**config.mk**
```make
export PLATFORM = sky130hd
export DESIGN_NAME = ccc_top
export DESIGN_NICKNAME = d
export VERILOG_FILES = /design/src/verilog/ccc_pkg.sv /design/src/verilog/ccc_ctrl_fsm.sv /design/src/verilog/ccc_get_responder.sv /design/src/verilog/ccc_set_capture.sv /design/src/verilog/ccc_addr_setter.sv /design/src/verilog/ccc_top.sv
export VERILOG_INCLUDE_DIRS = /design/src /design/src/verilog
export SDC_FILE = /design/constraint.sdc
export NUM_CORES = 1
export LEC_CHECK = 0
export BUFFER_PORTS_ARGS = -buffer_cell sky130_fd_sc_hd__buf_2
export CORE_MARGIN = 2
export CORE_UTILIZATION = 46
export DETAILED_ROUTE_END_ITERATION = 8
export GPL_ROUTABILITY_DRIVEN = 0
export PLACE_DENSITY = 0.74
export SYNTH_ARGS = -nofsm -noshare
export SYNTH_HDL_FRONTEND = slang
export SYNTH_HIERARCHICAL = 1
export SYNTH_SLANG_ARGS = --single-unit
```
**constraint.sdc**
```tcl
create_clock -name clk_i -period 2.82 [get_ports clk_i]
set_clock_uncertainty 0.15 [all_clocks]
set_input_delay 0.564 -clock clk_i [delete_from_list [all_inputs] [get_ports clk_i]]
set_output_delay 0.564 -clock clk_i [all_outputs]
set_load 0.005 [all_outputs]
```
**src/verilog/ccc_consts.svh**
```systemverilog
// CCC codes, GET reply lengths and fixed bytes, included by every CCC RTL source
`ifndef CCC_CONSTS_SVH
`define CCC_CONSTS_SVH

// Broadcast CCCs, bit 7 clear
`define CCC_BCAST_RSTDAA     8'h06
`define CCC_BCAST_SETMWL     8'h09
`define CCC_BCAST_SETMRL     8'h0A
`define CCC_BCAST_SETAASA    8'h29

// Direct CCCs, bit 7 set
`define CCC_DIRECT_ENEC      8'h80
`define CCC_DIRECT_DISEC     8'h81
`define CCC_DIRECT_SETDASA   8'h87
`define CCC_DIRECT_SETMWL    8'h89
`define CCC_DIRECT_SETMRL    8'h8A
`define CCC_DIRECT_GETMWL    8'h8B
`define CCC_DIRECT_GETMRL    8'h8C
`define CCC_DIRECT_GETPID    8'h8D
`define CCC_DIRECT_GETBCR    8'h8E
`define CCC_DIRECT_GETDCR    8'h8F
`define CCC_DIRECT_GETSTATUS 8'h90

// Reserved broadcast address, 7 bits
`define CCC_RSVD_ADDR        7'h7E

// Third GETMRL byte, max IBI payload
`define CCC_MRL_IBI_PAD      8'hFF

// Reply byte counts of the direct GETs
`define CCC_LEN_GETBCR       8'd1
`define CCC_LEN_GETDCR       8'd1
`define CCC_LEN_GETSTATUS    8'd2
`define CCC_LEN_GETMWL       8'd2
`define CCC_LEN_GETMRL       8'd3
`define CCC_LEN_GETPID       8'd6

`endif

```
**src/verilog/ccc_pkg.sv**
```systemverilog
// Packed struct types shared by the CCC handler RTL and its testbench
package ccc_pkg;

  // Bus monitor detect pulses
  typedef struct packed {
    logic start;
    logic rstart;
    logic stop;
  } bus_evt_t;

  // Bus engine done pulses and received byte
  typedef struct packed {
    logic       rx_done;
    logic       tx_done;
    logic [7:0] rx_data;
  } bus_rx_t;

  // Request levels towards the bus engine
  // Each level holds until the matching done pulse
  typedef struct packed {
    logic       rx_req_bit;
    logic       rx_req_byte;
    logic       tx_req_bit;
    logic       tx_req_byte;
    logic [7:0] tx_value;
  } bus_req_t;

  // Target addresses, dynamic one wins when valid
  typedef struct packed {
    logic [6:0] sta_addr;
    logic       sta_valid;
    logic [6:0] dyn_addr;
    logic       dyn_valid;
  } tgt_addr_t;

  // Register values returned by the direct GETs
  typedef struct packed {
    logic [7:0]  bcr;
    logic [7:0]  dcr;
    logic [15:0] status;
    logic [15:0] mwl;
    logic [15:0] mrl;
    logic [47:0] pid;
  } dev_info_t;

  typedef logic [15:0] len_t;

  // ENEC/DISEC event byte
  typedef struct packed {
    logic [3:0] rsvd_hi;
    logic       hj;
    logic       rsvd_lo;
    logic       crr;
    logic       ibi;
  } event_mask_t;

  // Stream from the frame FSM to the datapath blocks
  typedef struct packed {
    logic [7:0] code;
    logic       strobe;
    logic [7:0] idx;
    logic       rnw;
    logic       is_direct;
    logic       bcast_tbit;
  } ccc_data_t;

endpackage

```
**src/verilog/ccc_ctrl_fsm.sv**
```systemverilog
// CCC frame FSM, steps the bus engine through a CCC and feeds the datapath stream
`timescale 1ns/10ps
`include "ccc_consts.svh"

module ccc_ctrl_fsm
  import ccc_pkg::*;
(
  input  logic       clk_i,
  input  logic       rst_ni,
  input  logic [7:0] ccc_i,
  input  logic       ccc_valid_i,
  input  bus_evt_t   bus_evt_i,
  input  bus_rx_t    bus_rx_i,
  input  tgt_addr_t  tgt_addr_i,
  input  logic [7:0] tx_byte_i,
  input  logic       tx_last_i,
  output bus_req_t   bus_req_o,
  output ccc_data_t  data_o,
  output logic [7:0] rx_byte_o,
  output logic       done_o,
  output logic       get_status_done_o
);

  typedef enum logic [3:0] {
    st_wait_ccc,
    st_rx_tbit,
    st_rx_byte,
    st_rx_def_tbit,
    st_rx_addr,
    st_tx_addr_ack,
    st_wait_sr,
    st_rx_data,
    st_rx_data_tbit,
    st_tx_data,
    st_tx_data_tbit,
    st_done
  } state_e;

  state_e     state_q;
  state_e     state_d;
  logic [7:0] code_q;
  logic [6:0] addr_q;
  logic       rnw_q;
  logic [7:0] rx_byte_q;
  logic [7:0] idx_q;
  logic       status_pend_q;
  logic       is_direct;
  logic       rx_rsvd;
  logic       rx_ours;
  logic       addr_rsvd_q;
  logic       data_strobe;
  logic       bcast_tbit;

  assign is_direct = code_q[7];

  // Reserved 7E with write bit, ACKed by every target
  assign rx_rsvd     = bus_rx_i.rx_data == {`CCC_RSVD_ADDR, 1'b0};
  assign addr_rsvd_q = (addr_q == `CCC_RSVD_ADDR) && !rnw_q;

  // Address match on the incoming byte
  // Dynamic address first, static as fallback
  always_comb begin
    if (tgt_addr_i.dyn_valid) begin
      rx_ours = bus_rx_i.rx_data[7:1] == tgt_addr_i.dyn_addr;
    end else if (tgt_addr_i.sta_valid) begin
      rx_ours = bus_rx_i.rx_data[7:1] == tgt_addr_i.sta_addr;
    end else begin
      rx_ours = 1'b0;
    end
  end

  // Stream pulses, dropped when a STOP aborts the frame
  assign data_strobe = (state_q == st_rx_data_tbit) && bus_rx_i.rx_done && !bus_evt_i.stop;
  assign bcast_tbit  = (state_q == st_rx_tbit) && bus_rx_i.rx_done && !is_direct &&
                       !bus_evt_i.stop;

  always_comb begin
    state_d = state_q;
    unique case (state_q)
      st_wait_ccc: begin
        if (ccc_valid_i) state_d = st_rx_tbit;
      end
      st_rx_tbit: begin
        if (bus_rx_i.rx_done) state_d = is_direct ? st_rx_byte : st_rx_data;
      end
      // Defining bytes until the Sr before the direct address
      st_rx_byte: begin
        if (bus_evt_i.rstart) state_d = st_rx_addr;
        else if (bus_rx_i.rx_done) state_d = st_rx_def_tbit;
      end
      st_rx_def_tbit: begin
        if (bus_rx_i.rx_done) state_d = st_rx_byte;
      end
      // Foreign address is not ACKed, wait for the next Sr
      st_rx_addr: begin
        if (bus_rx_i.rx_done) state_d = (rx_rsvd || rx_ours) ? st_tx_addr_ack : st_wait_sr;
      end
      st_tx_addr_ack: begin
        if (bus_rx_i.tx_done) begin
          if (addr_rsvd_q) state_d = st_done;
          else if (rnw_q) state_d = tx_last_i ? st_wait_sr : st_tx_data;
          else state_d = st_rx_data;
        end
      end
      st_wait_sr: begin
        if (bus_evt_i.rstart) state_d = st_rx_addr;
      end
      st_rx_data: begin
        if (bus_evt_i.rstart) state_d = st_rx_addr;
        else if (bus_rx_i.rx_done) state_d = st_rx_data_tbit;
      end
      st_rx_data_tbit: begin
        if (bus_rx_i.rx_done) state_d = st_rx_data;
      end
      st_tx_data: begin
        if (bus_rx_i.tx_done) state_d = st_tx_data_tbit;
      end
      st_tx_data_tbit: begin
        if (bus_rx_i.tx_done) state_d = tx_last_i ? st_wait_sr : st_tx_data;
      end
      // A new handoff may arrive right with done
      st_done: begin
        state_d = ccc_valid_i ? st_rx_tbit : st_wait_ccc;
      end
      default: begin
        state_d = st_wait_ccc;
      end
    endcase
  end

  // STOP ends the frame from any state
  always_ff @(posedge clk_i or negedge rst_ni) begin
    if (!rst_ni) begin
      state_q <= st_wait_ccc;
    end else if (bus_evt_i.stop) begin
      state_q <= st_done;
    end else begin
      state_q <= state_d;
    end
  end

  always_ff @(posedge clk_i or negedge rst_ni) begin
    if (!rst_ni) begin
      code_q <= '0;
      addr_q <= '0;
      rnw_q  <= 1'b0;
      idx_q  <= '0;
    end else begin
      if (ccc_valid_i) code_q <= ccc_i;
      // Read bit cleared until the next address is in
      if (ccc_valid_i || bus_evt_i.rstart) begin
        rnw_q <= 1'b0;
      end else if (state_q == st_rx_addr && bus_rx_i.rx_done) begin
        addr_q <= bus_rx_i.rx_data[7:1];
        rnw_q  <= bus_rx_i.rx_data[0];
      end
      if (ccc_valid_i) idx_q <= '0;
      else if (data_strobe) idx_q <= idx_q + 8'd1;
    end
  end

  // Data byte held through its T-bit
  always_ff @(posedge clk_i) begin
    if (state_q == st_rx_data && bus_rx_i.rx_done) rx_byte_q <= bus_rx_i.rx_data;
  end

  // GETSTATUS completion one cycle after done
  always_ff @(posedge clk_i or negedge rst_ni) begin
    if (!rst_ni) begin
      status_pend_q     <= 1'b0;
      get_status_done_o <= 1'b0;
    end else begin
      if (done_o) status_pend_q <= 1'b0;
      else if (ccc_valid_i && ccc_i == `CCC_DIRECT_GETSTATUS) status_pend_q <= 1'b1;
      get_status_done_o <= status_pend_q && done_o;
    end
  end

  always_comb begin
    bus_req_o = '0;
    unique case (state_q)
      st_rx_tbit, st_rx_def_tbit, st_rx_data_tbit: begin
        bus_req_o.rx_req_bit = 1'b1;
      end
      st_rx_byte, st_rx_addr, st_rx_data: begin
        bus_req_o.rx_req_byte = 1'b1;
      end
      // ACK drives SDA low
      st_tx_addr_ack: begin
        bus_req_o.tx_req_bit = 1'b1;
      end
      st_tx_data: begin
        bus_req_o.tx_req_byte = 1'b1;
        bus_req_o.tx_value    = tx_byte_i;
      end
      // T-bit high while more bytes follow
      st_tx_data_tbit: begin
        bus_req_o.tx_req_bit = 1'b1;
        bus_req_o.tx_value   = {7'h00, ~tx_last_i};
      end
      default: begin
      end
    endcase
  end

  assign data_o.code       = code_q;
  assign data_o.strobe     = data_strobe;
  assign data_o.idx        = idx_q;
  assign data_o.rnw        = rnw_q;
  assign data_o.is_direct  = is_direct;
  assign data_o.bcast_tbit = bcast_tbit;
  assign rx_byte_o         = rx_byte_q;
  assign done_o            = state_q == st_done;

endmodule

```
**src/verilog/ccc_get_responder.sv**
```systemverilog
// Direct GET reply source, picks each reply byte and counts the bytes left to send
`timescale 1ns/10ps
`include "ccc_consts.svh"

module ccc_get_responder
  import ccc_pkg::*;
(
  input  logic       clk_i,
  input  logic       rst_ni,
  input  ccc_data_t  data_i,
  input  bus_rx_t    bus_rx_i,
  input  dev_info_t  dev_info_i,
  output logic [7:0] tx_byte_o,
  output logic       tx_last_o
);

  logic [7:0] len_init;
  logic [7:0] cnt_q;
  logic       in_byte_q;

  // Reply length per code, zero for anything but a GET
  always_comb begin
    unique case (data_i.code)
      `CCC_DIRECT_GETBCR:    len_init = `CCC_LEN_GETBCR;
      `CCC_DIRECT_GETDCR:    len_init = `CCC_LEN_GETDCR;
      `CCC_DIRECT_GETSTATUS: len_init = `CCC_LEN_GETSTATUS;
      `CCC_DIRECT_GETMWL:    len_init = `CCC_LEN_GETMWL;
      `CCC_DIRECT_GETMRL:    len_init = `CCC_LEN_GETMRL;
      `CCC_DIRECT_GETPID:    len_init = `CCC_LEN_GETPID;
      default:               len_init = 8'd0;
    endcase
  end

  // Reloaded until a read address is latched
  // First tx done after that is the ACK, then byte and T-bit alternate
  always_ff @(posedge clk_i or negedge rst_ni) begin
    if (!rst_ni) begin
      cnt_q     <= '0;
      in_byte_q <= 1'b0;
    end else if (!data_i.rnw) begin
      cnt_q     <= len_init;
      in_byte_q <= 1'b0;
    end else if (bus_rx_i.tx_done) begin
      if (in_byte_q && !tx_last_o) cnt_q <= cnt_q - 8'd1;
      in_byte_q <= !in_byte_q;
    end
  end

  assign tx_last_o = cnt_q == 8'd0;

  // Most significant byte goes out first
  always_comb begin
    tx_byte_o = 8'h00;
    if (!tx_last_o) begin
      unique case (data_i.code)
        `CCC_DIRECT_GETBCR: tx_byte_o = dev_info_i.bcr;
        `CCC_DIRECT_GETDCR: tx_byte_o = dev_info_i.dcr;
        `CCC_DIRECT_GETSTATUS: begin
          tx_byte_o = (cnt_q == 8'd2) ? dev_info_i.status[15:8] : dev_info_i.status[7:0];
        end
        `CCC_DIRECT_GETMWL: begin
          tx_byte_o = (cnt_q == 8'd2) ? dev_info_i.mwl[15:8] : dev_info_i.mwl[7:0];
        end
        // Pad byte last
        `CCC_DIRECT_GETMRL: begin
          if (cnt_q == 8'd3) tx_byte_o = dev_info_i.mrl[15:8];
          else if (cnt_q == 8'd2) tx_byte_o = dev_info_i.mrl[7:0];
          else tx_byte_o = `CCC_MRL_IBI_PAD;
        end
        `CCC_DIRECT_GETPID: begin
          unique case (cnt_q)
            8'd6:    tx_byte_o = dev_info_i.pid[47:40];
            8'd5:    tx_byte_o = dev_info_i.pid[39:32];
            8'd4:    tx_byte_o = dev_info_i.pid[31:24];
            8'd3:    tx_byte_o = dev_info_i.pid[23:16];
            8'd2:    tx_byte_o = dev_info_i.pid[15:8];
            default: tx_byte_o = dev_info_i.pid[7:0];
          endcase
        end
        default: tx_byte_o = 8'h00;
      endcase
    end
  end

endmodule

```
**src/verilog/ccc_set_capture.sv**
```systemverilog
// Generic SET payload register, shifts in strobed bytes for two matching CCC codes
`timescale 1ns/10ps
`include "ccc_consts.svh"

module ccc_set_capture
  import ccc_pkg::*;
#(
  parameter type        payload_t = len_t,
  parameter logic [7:0] CODE_A    = `CCC_BCAST_SETMWL,
  parameter logic [7:0] CODE_B    = `CCC_DIRECT_SETMWL
) (
  input  logic       clk_i,
  input  logic       rst_ni,
  input  ccc_data_t  data_i,
  input  logic [7:0] byte_i,
  output payload_t   payload_o,
  output logic       set_o
);

  // Byte count follows the payload width
  localparam int unsigned WIDTH  = $bits(payload_t);
  localparam int unsigned NBYTES = WIDTH / 8;

  logic             code_hit;
  logic             byte_hit;
  logic             last_byte;
  logic [WIDTH+7:0] shifted;
  logic [WIDTH-1:0] payload_q;

  assign code_hit  = (data_i.code == CODE_A) || (data_i.code == CODE_B);
  // Extra bytes past the payload are ignored
  assign byte_hit  = code_hit && data_i.strobe && (data_i.idx < 8'(NBYTES));
  assign last_byte = data_i.idx == 8'(NBYTES - 1);
  // Earlier bytes move up, so byte 0 ends as MSB
  assign shifted   = {payload_q, byte_i};

  always_ff @(posedge clk_i or negedge rst_ni) begin
    if (!rst_ni) begin
      payload_q <= '0;
      set_o     <= 1'b0;
    end else begin
      if (byte_hit) payload_q <= shifted[WIDTH-1:0];
      set_o <= byte_hit && last_byte;
    end
  end

  assign payload_o = payload_t'(payload_q);

endmodule

```
**src/verilog/ccc_addr_setter.sv**
```systemverilog
// Dynamic address updates from SETDASA, SETAASA and RSTDAA
`timescale 1ns/10ps
`include "ccc_consts.svh"

module ccc_addr_setter
  import ccc_pkg::*;
(
  input  logic       clk_i,
  input  logic       rst_ni,
  input  ccc_data_t  data_i,
  input  logic [7:0] byte_i,
  input  tgt_addr_t  tgt_addr_i,
  output logic [6:0] set_dasa_o,
  output logic       set_dasa_valid_o,
  output logic       rstdaa_o
);

  logic setaasa_hit;
  logic setdasa_hit;
  logic rstdaa_hit;

  // Broadcasts act on the T-bit after the code
  assign setaasa_hit = data_i.bcast_tbit && (data_i.code == `CCC_BCAST_SETAASA);
  assign rstdaa_hit  = data_i.bcast_tbit && (data_i.code == `CCC_BCAST_RSTDAA);
  // SETDASA carries the address in byte 0, bit 0 unused
  assign setdasa_hit = data_i.strobe && (data_i.code == `CCC_DIRECT_SETDASA) &&
                       (data_i.idx == 8'd0);

  always_ff @(posedge clk_i or negedge rst_ni) begin
    if (!rst_ni) begin
      set_dasa_o       <= '0;
      set_dasa_valid_o <= 1'b0;
      rstdaa_o         <= 1'b0;
    end else begin
      // SETAASA first, static address becomes dynamic
      if (setaasa_hit) begin
        set_dasa_o <= tgt_addr_i.sta_addr;
      end else if (setdasa_hit) begin
        set_dasa_o <= byte_i[7:1];
      end
      set_dasa_valid_o <= setaasa_hit || setdasa_hit;
      rstdaa_o         <= rstdaa_hit;
    end
  end

endmodule

```
**src/verilog/ccc_top.sv**
```systemverilog
// CCC handler top level, connects the frame FSM to the GET, SET and address blocks
`timescale 1ns/10ps
`include "ccc_consts.svh"

module ccc_top (
  input  logic                 clk_i,
  input  logic                 rst_ni,
  input  logic [7:0]           ccc_i,
  input  logic                 ccc_valid_i,
  input  ccc_pkg::bus_evt_t    bus_evt_i,
  input  ccc_pkg::bus_rx_t     bus_rx_i,
  input  ccc_pkg::tgt_addr_t   tgt_addr_i,
  input  ccc_pkg::dev_info_t   dev_info_i,
  output ccc_pkg::bus_req_t    bus_req_o,
  output logic                 done_o,
  output logic                 get_status_done_o,
  output ccc_pkg::len_t        mwl_o,
  output logic                 set_mwl_o,
  output ccc_pkg::len_t        mrl_o,
  output logic                 set_mrl_o,
  output ccc_pkg::event_mask_t enec_o,
  output ccc_pkg::event_mask_t disec_o,
  output logic [6:0]           set_dasa_o,
  output logic                 set_dasa_valid_o,
  output logic                 rstdaa_o
);

  ccc_pkg::ccc_data_t   ccc_data;
  logic [7:0]           rx_byte;
  logic [7:0]           tx_byte;
  logic                 tx_last;
  ccc_pkg::event_mask_t enec_raw;
  ccc_pkg::event_mask_t disec_raw;

  ccc_ctrl_fsm u_ctrl_fsm (
    .clk_i,
    .rst_ni,
    .ccc_i,
    .ccc_valid_i,
    .bus_evt_i,
    .bus_rx_i,
    .tgt_addr_i,
    .tx_byte_i         (tx_byte),
    .tx_last_i         (tx_last),
    .bus_req_o,
    .data_o            (ccc_data),
    .rx_byte_o         (rx_byte),
    .done_o,
    .get_status_done_o
  );

  ccc_get_responder u_get_responder (
    .clk_i,
    .rst_ni,
    .data_i     (ccc_data),
    .bus_rx_i,
    .dev_info_i,
    .tx_byte_o  (tx_byte),
    .tx_last_o  (tx_last)
  );

  // MWL, broadcast or direct
  ccc_set_capture #(
    .payload_t (ccc_pkg::len_t),
    .CODE_A    (`CCC_BCAST_SETMWL),
    .CODE_B    (`CCC_DIRECT_SETMWL)
  ) u_set_mwl (
    .clk_i,
    .rst_ni,
    .data_i    (ccc_data),
    .byte_i    (rx_byte),
    .payload_o (mwl_o),
    .set_o     (set_mwl_o)
  );

  // MRL, third byte of SETMRL dropped
  ccc_set_capture #(
    .payload_t (ccc_pkg::len_t),
    .CODE_A    (`CCC_BCAST_SETMRL),
    .CODE_B    (`CCC_DIRECT_SETMRL)
  ) u_set_mrl (
    .clk_i,
    .rst_ni,
    .data_i    (ccc_data),
    .byte_i    (rx_byte),
    .payload_o (mrl_o),
    .set_o     (set_mrl_o)
  );

  ccc_set_capture #(
    .payload_t (ccc_pkg::event_mask_t),
    .CODE_A    (`CCC_DIRECT_ENEC),
    .CODE_B    (`CCC_DIRECT_ENEC)
  ) u_set_enec (
    .clk_i,
    .rst_ni,
    .data_i    (ccc_data),
    .byte_i    (rx_byte),
    .payload_o (enec_raw),
    .set_o     ()
  );

  ccc_set_capture #(
    .payload_t (ccc_pkg::event_mask_t),
    .CODE_A    (`CCC_DIRECT_DISEC),
    .CODE_B    (`CCC_DIRECT_DISEC)
  ) u_set_disec (
    .clk_i,
    .rst_ni,
    .data_i    (ccc_data),
    .byte_i    (rx_byte),
    .payload_o (disec_raw),
    .set_o     ()
  );

  // Only IBI, CRR and HJ are implemented, reserved bits read zero
  assign enec_o  = '{rsvd_hi: 4'h0, hj: enec_raw.hj, rsvd_lo: 1'b0,
                     crr: enec_raw.crr, ibi: enec_raw.ibi};
  assign disec_o = '{rsvd_hi: 4'h0, hj: disec_raw.hj, rsvd_lo: 1'b0,
                     crr: disec_raw.crr, ibi: disec_raw.ibi};

  ccc_addr_setter u_addr_setter (
    .clk_i,
    .rst_ni,
    .data_i           (ccc_data),
    .byte_i           (rx_byte),
    .tgt_addr_i,
    .set_dasa_o,
    .set_dasa_valid_o,
    .rstdaa_o
  );

endmodule

```
==> flow_summary.toml, run 1 <==
[outcome]
outcome = "finished with violations"
violations = "negative setup slack"

[sta]
finalSetupViolCount = 8
grt_setup_unrepaired = "yes"
relSlewSlack_pct = 61.1
slew_violations = 0
worst_pin_slew_ns = 0.584
period_share_pct = 116
hold_viol = 0
finalHoldWorstSlack_ns = 0.0762
setup_ws_ns = -0.465
fmax_ghz = 0.304
setup_tns_ns = -3.06
post-route-min-period_ns = 3.29

[place]
hpwl_um = 14600
port_buffers = 213

[worst_setup_path]
critPathMaxFanout = 3
reg2reg_slack_ns = 0.07
cp_cell_sequence = "or4_4 > nor4_4 > buf_4 > mux2_1 > nand2_1 > a31oi_1 > and3_1 > buf_2"
required_ns = 2.11
crit_arrival_ns = 2.57
endpoint_kind = "output port"
path_buf_inv = 2
cp_top_family = "simple AND/OR/NAND/NOR gates"
cpMaxStageDelayCell = "or4_4"
crit_type = "reg2out"
cpPeakStageDelay_ns = 0.57
startpoint_type = "flip-flop"

[drt]
drc = 0
drt_iter0_drc = 399
vias = 5737
antenna_left = 0
dr.pass1.iters = 5
vias_per_cell = 5.71
avgRoutedWirePerCell_um = 18.8
drt_wl_total_um = 18900

[global_routing]
overflow = 0
grt_usage_pct = 25.9
grt_pass1_wl_um = 29200
antenna_found_initial = 0
grt_pass1_vias = 5729
grt_max_degree = 46

[layout]
num-nets-final = 982
areaGrowthSynthToFinish_pct = 29.5
diodes = 0
drive_gt1_share_pct = 46.8

[clock_tree]
hold_buffers = 0
cts_sinks = 96
path_clk_slew_ns = 0.07
htree_levels = 3
clk_path_buf_depth = 2
cts_tree = "built"
cts_root_buf = "clkbuf_16"
cts_buffers = 9
clk_latency_ns = 0.34

[die]
core.rowCount = 42
die_area_um2 = 14300
initial_core_util_pct = 46.9
chipWidth_um = 120
die_height_um = 120
design.core.area_um2 = 13100
io_pins = 225

[synth]
avgSynthCellArea_um2 = 10.6
yosys_warnings = 6
syn_area_um2 = 6160
synth_cells = 583

[power_and_ir_drop]
ir_drop_mv = 0.467
power_density_nw_per_um2 = 467
p_leak_nw = 4.02

[flow_run]
maxCapViolations = 0

[hold_path]
min_path_type = "in2async"
==> power by group <==
part	internal [mW]	leakage, nW	switching [mW]	total, mW
logic	0.433	2.60	0.566	0.999
clock network	0.702	0.150	0.540	1.24
registers	1.45	1.27	0.0408	1.49
total	2.58	4.02	1.15	3.73
==> layout make-up <==
class | count | area (µm²)
sequential | 96 | 2440
inverter | 11 | 41.3
clock buffer | 10 | 229
timing repair buffer | 261 | 1450
multi-input combinational | 445 | 3520
clock inverter | 6 | 72.6
tap | 176 | 220
fill | 1079 | 5160
==> worst paths after layout <==
kind                                           from                      end  depth (start not counted)
setup / recovery           u_get_responder/cnt_q[3]             bus_req_o[2]                          8
hold reg to reg             u_set_mwl/payload_o[12]  u_set_mwl/payload_o[12]                          1
hold / removal                               rst_ni          u_set_mwl/set_o                          1
setup reg to reg              u_ctrl_fsm/state_q[2]   u_set_mrl/payload_o[7]                          6
min in group clk_i                      bus_rx_i[0]  u_ctrl_fsm/rx_byte_o[0]                          1
max in group asynchronous                    rst_ni     u_ctrl_fsm/addr_q[5]                          2
==> metrics by stage <==
| stage | power [mW] | util [%] | cells | worst slack, ns | cell area (µm²) |
|---|---|---|---|---|---|
| final | 3.73 | 60.7 | 1005 | -0.465 | 7980 |
| after global routing | 3.91 | 60.7 | 1005 | -0.601 | 7980 |
| after CTS | 3.73 | 60.3 | 1001 | -0.413 | 7920 |
| after detailed placement | 2.49 | 57.8 | 984 | -0.0801 | 7590 |
| after global placement | 2.46 | 57.8 | 984 | -0.0602 | 7590 |
| after floorplan | 2.08 | - | 592 | 0.0484 | 6200 |
==> flip-flops by register name, summed over array words and instances (netlist names), 3 cells and up <==
name	count
u_addr_setter/set_dasa_o	7
u_ctrl_fsm/addr_q	7
u_ctrl_fsm/code_q	8
u_ctrl_fsm/idx_q	8
u_ctrl_fsm/rx_byte_o	8
u_ctrl_fsm/state_q	4
u_get_responder/cnt_q	8
u_set_disec/payload_o	3
u_set_enec/payload_o	3
u_set_mrl/payload_o	16
u_set_mwl/payload_o	16
==> metal layers <==
layer	GRT usage [%]	up-vias	wire, µm
met3	4.18	49	1200
met2	46.6	281	9730
li1	-	2648	-
met1	29.5	2759	7170
met4	13.2	0	767
met5	0	-	0
==> repair_timing <==
action,4_1_cts,5_1_grt
pin swaps,0,4
setup buffers,1,4
resized for setup,5,4
setup endpoints to repair,8,15
==> cell usage in the layout (no fill, tap or decap), types with 10 or more instances in the layout <==
cell,count
buf_2,212
dfrtp_1,88
mux2_2,59
nor2_1,48
buf_4,47
a21oi_1,27
nand2_1,26
a31oi_1,20
mux2_4,18
mux2i_1,16
xnor2_1,15
xor2_1,14
a22oi_1,14
o21ai_0,13
nand4_1,12
and3_1,12
inv_1,11
nor3_1,11
conb_1,10
nor2b_1,10
Power figures use the tool's default switching activity.
==> inputs of run 2 (changes only) <==
CAP_MARGIN = 40   (was default)
CORE_UTILIZATION = 51   (was 46)
PLACE_DENSITY = 0.78   (was 0.74)
clock period = 3.2 ns   (was 2.82 ns; I/O delays follow)
==> run 2 against run 1 <==
Against the previous run: core utilization up 6.9 points; combinational power decreased by 13%; sequential cell count did not move; the run still ends with negative setup slack left; highest routed layer unchanged; largest power group unchanged; total power fell by 15%; routed wire length is 1.4% lower; register-to-register slack improved by 0.39 ns; sequential share of layout area fell by 0.23 points; worst hold slack better by 0.028 ns; count of clock-buffer cells in the layout rose by 1; final cell count down 3.6%; critical endpoint is now bus_req_o[7]; die area decreased by 9.5%; first-iteration DRC count up 42%.
==> flow_summary.toml, run 2 (synthesized netlist as in run 1, its figures left out) <==
[power_and_ir_drop]
ir_drop_mv = 0.377
power_density_nw_per_um2 = 395
p_leak_nw = 4.03

[sta]
setup_ws_ns = -0.110
period_share_pct = 103
setup_tns_ns = -0.474
hold_viol = 0
worst_pin_slew_ns = 0.732
slew_violations = 0
finalSetupViolCount = 7
finalHoldWorstSlack_ns = 0.104
grt_setup_unrepaired = "yes"
post-route-min-period_ns = 3.31
relSlewSlack_pct = 51.1
fmax_ghz = 0.302

[place]
port_buffers = 213
hpwl_um = 14100
place_area_um2 = 7430
dp_slack_ns = 0.0695

[global_routing]
overflow = 0
grt_max_degree = 54
grt_pass1_vias = 5757
antenna_found_initial = 0
grt_pass1_wl_um = 29500
grt_usage_pct = 29.1

[worst_setup_path]
crit_arrival_ns = 2.52
required_ns = 2.41
crit_type = "reg2out"
startpoint_type = "flip-flop"
endpoint_kind = "output port"
critPathMaxFanout = 6

[layout]
num-nets-final = 975
num-fill-cells = 905
seqCellArea_um2 = 2450
multiInputGateArea_um2 = 3670
most-common-layout-cells = "buf_2, dfrtp_1, mux2_2"
diodes = 0
stdcell_area_um2 = 8050
areaGrowthSynthToFinish_pct = 30.7
drive_gt1_share_pct = 49.0
layout_commonest_cell = "buf_2"

[flow_run]
maxCapViolations = 0

[outcome]
violations = "negative setup slack"
outcome = "finished with violations"

[die]
chipWidth_um = 114
initial_core_util_pct = 51.7
die_area_um2 = 13000
die_height_um = 114
design.core.area_um2 = 11900
io_pins = 225
core.rowCount = 40

[clock_tree]
cts_tree = "built"
cts_sinks = 96
path_clk_slew_ns = 0.06
clk_path_buf_depth = 2
cts_buffers = 9
clk_latency_ns = 0.34
cts_root_buf = "clkbuf_16"
hold_buffers = 0
htree_levels = 3

[drt]
dr.pass1.iters = 5
antenna_left = 0
avgRoutedWirePerCell_um = 19.2
drt_wl_total_um = 18600
drt_iter0_drc = 566
drc = 0
vias_per_cell = 5.92
vias = 5736

[hold_path]
min_path_type = "in2async"
[run 2: cell types whose count changed in the layout (fill, tap and decap cells not counted), moves of 3 or more]
cell     before  now
buf_4        47   36
buf_6         1    6
dfrtp_1      88   85
dfrtp_2       0    3
ha_4          0    3
inv_1        11    8
[run 2: cell type report]
type                    count  area share, %
multi-input cells         445           45.6
flip-flops and latches     96           30.4
repair buffers            254           17.8
clock buffers              11           2.89
well taps                 147           2.29
inverters                  11          0.560
clock inverters             5          0.498
[run 2: repair_timing]
action,in CTS,in global routing
buffers inserted,11,4
endpoints found under the setup margin,8,8
pin swaps,10,1
gates resized for setup,37,12
[run 2: critical path: stages (launching register included)]
cell and delay, ns:
dfrtp_2 0.45, or4_4 0.58, nor4_4 0.17, buf_4 0.18, nor2_4 0.05, a22oi_1 0.31, a31oi_1 0.14, and3_1 0.16
buf_2 0.12
[run 2: per-layer routing]
| metal | vias up | wire length (µm) | track usage [%] |
|---|---|---|---|
| met5 | - | 0 | 0 |
| met1 | 2752 | 6890 | 33.7 |
| met2 | 293 | 9450 | 50.8 |
| met4 | 0 | 1040 | 16.7 |
| met3 | 64 | 1220 | 5.10 |
| li1 | 2627 | - | - |
[run 2: final timing paths]
path                                               start                           to  slack [ns]  cells after the start
worst max-delay path            u_get_responder/cnt_q[5]                 bus_req_o[7]       -0.11                      8
worst min-delay path                              rst_ni              u_set_mrl/set_o        0.10                      1
worst max register to register     u_ctrl_fsm/state_q[0]  u_addr_setter/set_dasa_o[0]        0.46                      8
min in group clk_i                  u_ctrl_fsm/addr_q[0]         u_ctrl_fsm/addr_q[0]        0.36                      1
max in group asynchronous                         rst_ni         u_ctrl_fsm/addr_q[5]        2.18                      2
worst min register to register      u_ctrl_fsm/addr_q[0]         u_ctrl_fsm/addr_q[0]        0.36                      1
[run 2: through the flow]
stage	total power, mW	instances	util, %
floorplan	1.83	592	-
global placement	2.13	937	62.1
detailed placement	2.17	938	62.4
CTS	3.17	965	66.8
global route	3.34	969	67.6
finish	3.18	969	67.6
[run 2: power breakdown]
part | total [mW] | internal [mW] | switching (mW)
Sequential | 1.32 | 1.27 | 0.0424
Clock | 0.991 | 0.536 | 0.456
Combinational | 0.869 | 0.365 | 0.504
==> inputs of run 3 (changes only) <==
CORE_UTILIZATION = 44   (was 51)
PLACE_DENSITY = 0.68   (was 0.78)
==> run 3 against run 2 <==
Against the previous run: the flow still finishes with violations (negative setup slack); core utilization shrank 8.4 points; cell area grew 1.2%; die area grew 15%; clock power grew 7%; fmax grew 0.33%; global-route usage shrank 4.6 points; critical endpoint is now bus_req_o[3]; final cell count grew 3.9%; sequential share of layout area shrank 0.36 points; sequential power is essentially flat; via count shrank 2.3%.
==> flow_summary.toml, run 3 (synthesized netlist as in run 1, its figures left out) <==
[global_routing]
grt_max_degree = 55
overflow = 0
grt_usage_pct = 24.4
grt_pass1_vias = 5579
antenna_found_initial = 0
grt_pass1_wl_um = 28600

[worst_setup_path]
cpPeakStageDelay_ns = 0.46
crit_type = "reg2out"
endpoint_kind = "output port"
cpMaxStageDelayCell = "dfrtp_2"
cp_top_family = "simple AND/OR/NAND/NOR gates"
cp_cell_sequence = "nor4_4 > nand3_2 > buf_12 > mux2i_1 > or2_2 > a41oi_2 > and3_1 > buf_2"
required_ns = 2.41
startpoint_type = "flip-flop"
path_buf_inv = 2
critPathMaxFanout = 8
crit_arrival_ns = 2.51

[drt]
avgRoutedWirePerCell_um = 18.3
wl_met3_um = 1150
drt_iter0_drc = 460
detail_route.wirelength.met1_um = 7030
wl_met2_um = 9510
vias_per_cell = 5.57
drc = 0
drt_wl_total_um = 18400
dr.pass1.iters = 5
highest_layer = "met4"
vias = 5606
antenna_left = 0

[outcome]
outcome = "finished with violations"
violations = "negative setup slack"

[place]
hpwl_um = 14000
dp_cells = 971
port_buffers = 213

[sta]
hold_viol = 0
fmax_ghz = 0.303
worst_pin_slew_ns = 0.743
slew_violations = 0
post-route-min-period_ns = 3.30
period_share_pct = 103
relSlewSlack_pct = 50.1
setup_ws_ns = -0.0992
grt_setup_unrepaired = "yes"
finalSetupViolCount = 7

[hold_path]
min_path_type = "in2async"

[layout]
seqCellArea_um2 = 2450
multiInputGateArea_um2 = 3650
areaGrowthSynthToFinish_pct = 32.2
drive_gt1_share_pct = 50.2
num-fill-cells = 1187
diodes = 0
layout_commonest_cell = "buf_2"
instances_no_fill = 1007
num-nets-final = 980
most-common-layout-cells = "buf_2, dfrtp_1, mux2_2"

[clock_tree]
cts_root_buf = "clkbuf_16"
cts_buffers = 9
htree_levels = 3
clk_path_buf_depth = 2
hold_buffers = 0
cts_tree = "built"
cts_sinks = 96
path_clk_slew_ns = 0.07
clk_latency_ns = 0.34

[power_and_ir_drop]
p_leak_nw = 4.06
power_density_nw_per_um2 = 398
ir_drop_mv = 0.248
p_total_mw = 3.24

[die]
design.core.area_um2 = 13800
die_area_um2 = 15000
chipWidth_um = 122
core.rowCount = 43
initial_core_util_pct = 44.7
io_pins = 225
die_height_um = 122

[flow_run]
maxCapViolations = 0
==> run 3: cell types whose count changed in the layout (fill, tap and decap cells not counted), sizes merged <==
| cell | before | now |
|---|---|---|
| clkinv | 2 | 3 |
| buf | 254 | 258 |
| inv | 13 | 14 |
| clkbuf | 11 | 10 |
==> run 3: final timing paths <==
check	cells past startpoint	endpoint	start	slack (ns)
min in group clk_i	1	u_ctrl_fsm/get_status_done_o	u_ctrl_fsm/status_pend_q	0.35
hold reg to reg	1	u_ctrl_fsm/get_status_done_o	u_ctrl_fsm/status_pend_q	0.35
hold / removal	1	u_set_disec/payload_o[3]	rst_ni	0.11
setup reg to reg	5	u_set_mwl/payload_o[8]	u_ctrl_fsm/state_q[2]	0.45
setup / recovery	8	bus_req_o[3]	u_get_responder/cnt_q[3]	-0.1
max in group asynchronous	2	u_ctrl_fsm/state_q[1]	rst_ni	2.18
==> run 3: layout make-up <==
| class | instances | area share, % |
|---|---|---|
| Tap cell | 180 | 2.76 |
| Clock buffer | 9 | 2.76 |
| Sequential cell | 96 | 30.0 |
| Timing Repair Buffer | 259 | 18.1 |
| Multi-Input combinational cell | 445 | 44.9 |
| Inverter | 11 | 0.553 |
| Clock inverter | 7 | 0.968 |
==> run 3: per-stage QoR <==
step | hold WS [ns] | area (µm²) | TNS [ns] | setup WS [ns] | utilization, %
2_1_floorplan | 0.194 | 6190 | 0 | 0.280 | -
3_3_place_gp | 0.329 | 7440 | 0 | 0.159 | 54.0
3_5_place_dp | 0.335 | 7470 | 0 | 0.0932 | 54.2
4_1_cts | 0.118 | 7990 | -0.0975 | -0.0475 | 58.0
5_1_grt | 0.135 | 8150 | -1.08 | -0.165 | 59.1
6_report | 0.109 | 8150 | -0.336 | -0.0992 | 59.1
==> run 3: repair_timing <==
| item | CTS | global route |
|---|---|---|
| setup endpoints to repair | 8 | 8 |
| cloned | 0 | 1 |
| resized for setup | 31 | 19 |
| buffers inserted | 13 | 7 |
| pin swaps | 10 | 13 |
==> run 3: worst reg2reg max path, delay by kind of cell (launching register included) <==
kind / cells / cell delay, ns
flops: 1 / 0.40
mux: 1 / 0.44
simple gates: 4 / 1.63
==> run 3: routing by layer <==
layer / track usage (%) / vias up
met3: 3.81 / 33
met4: 10.7 / 0
met2: 43.8 / 259
met1: 28.8 / 2674
li1: - / 2640
met5: 0 / -
==> run 3: report_power, final <==
group	total (mW)	internal, mW	switching (mW)
clock	1.06	0.556	0.505
sequential	1.31	1.27	0.0379
combinational	0.869	0.370	0.499
total	3.24	2.20	1.04
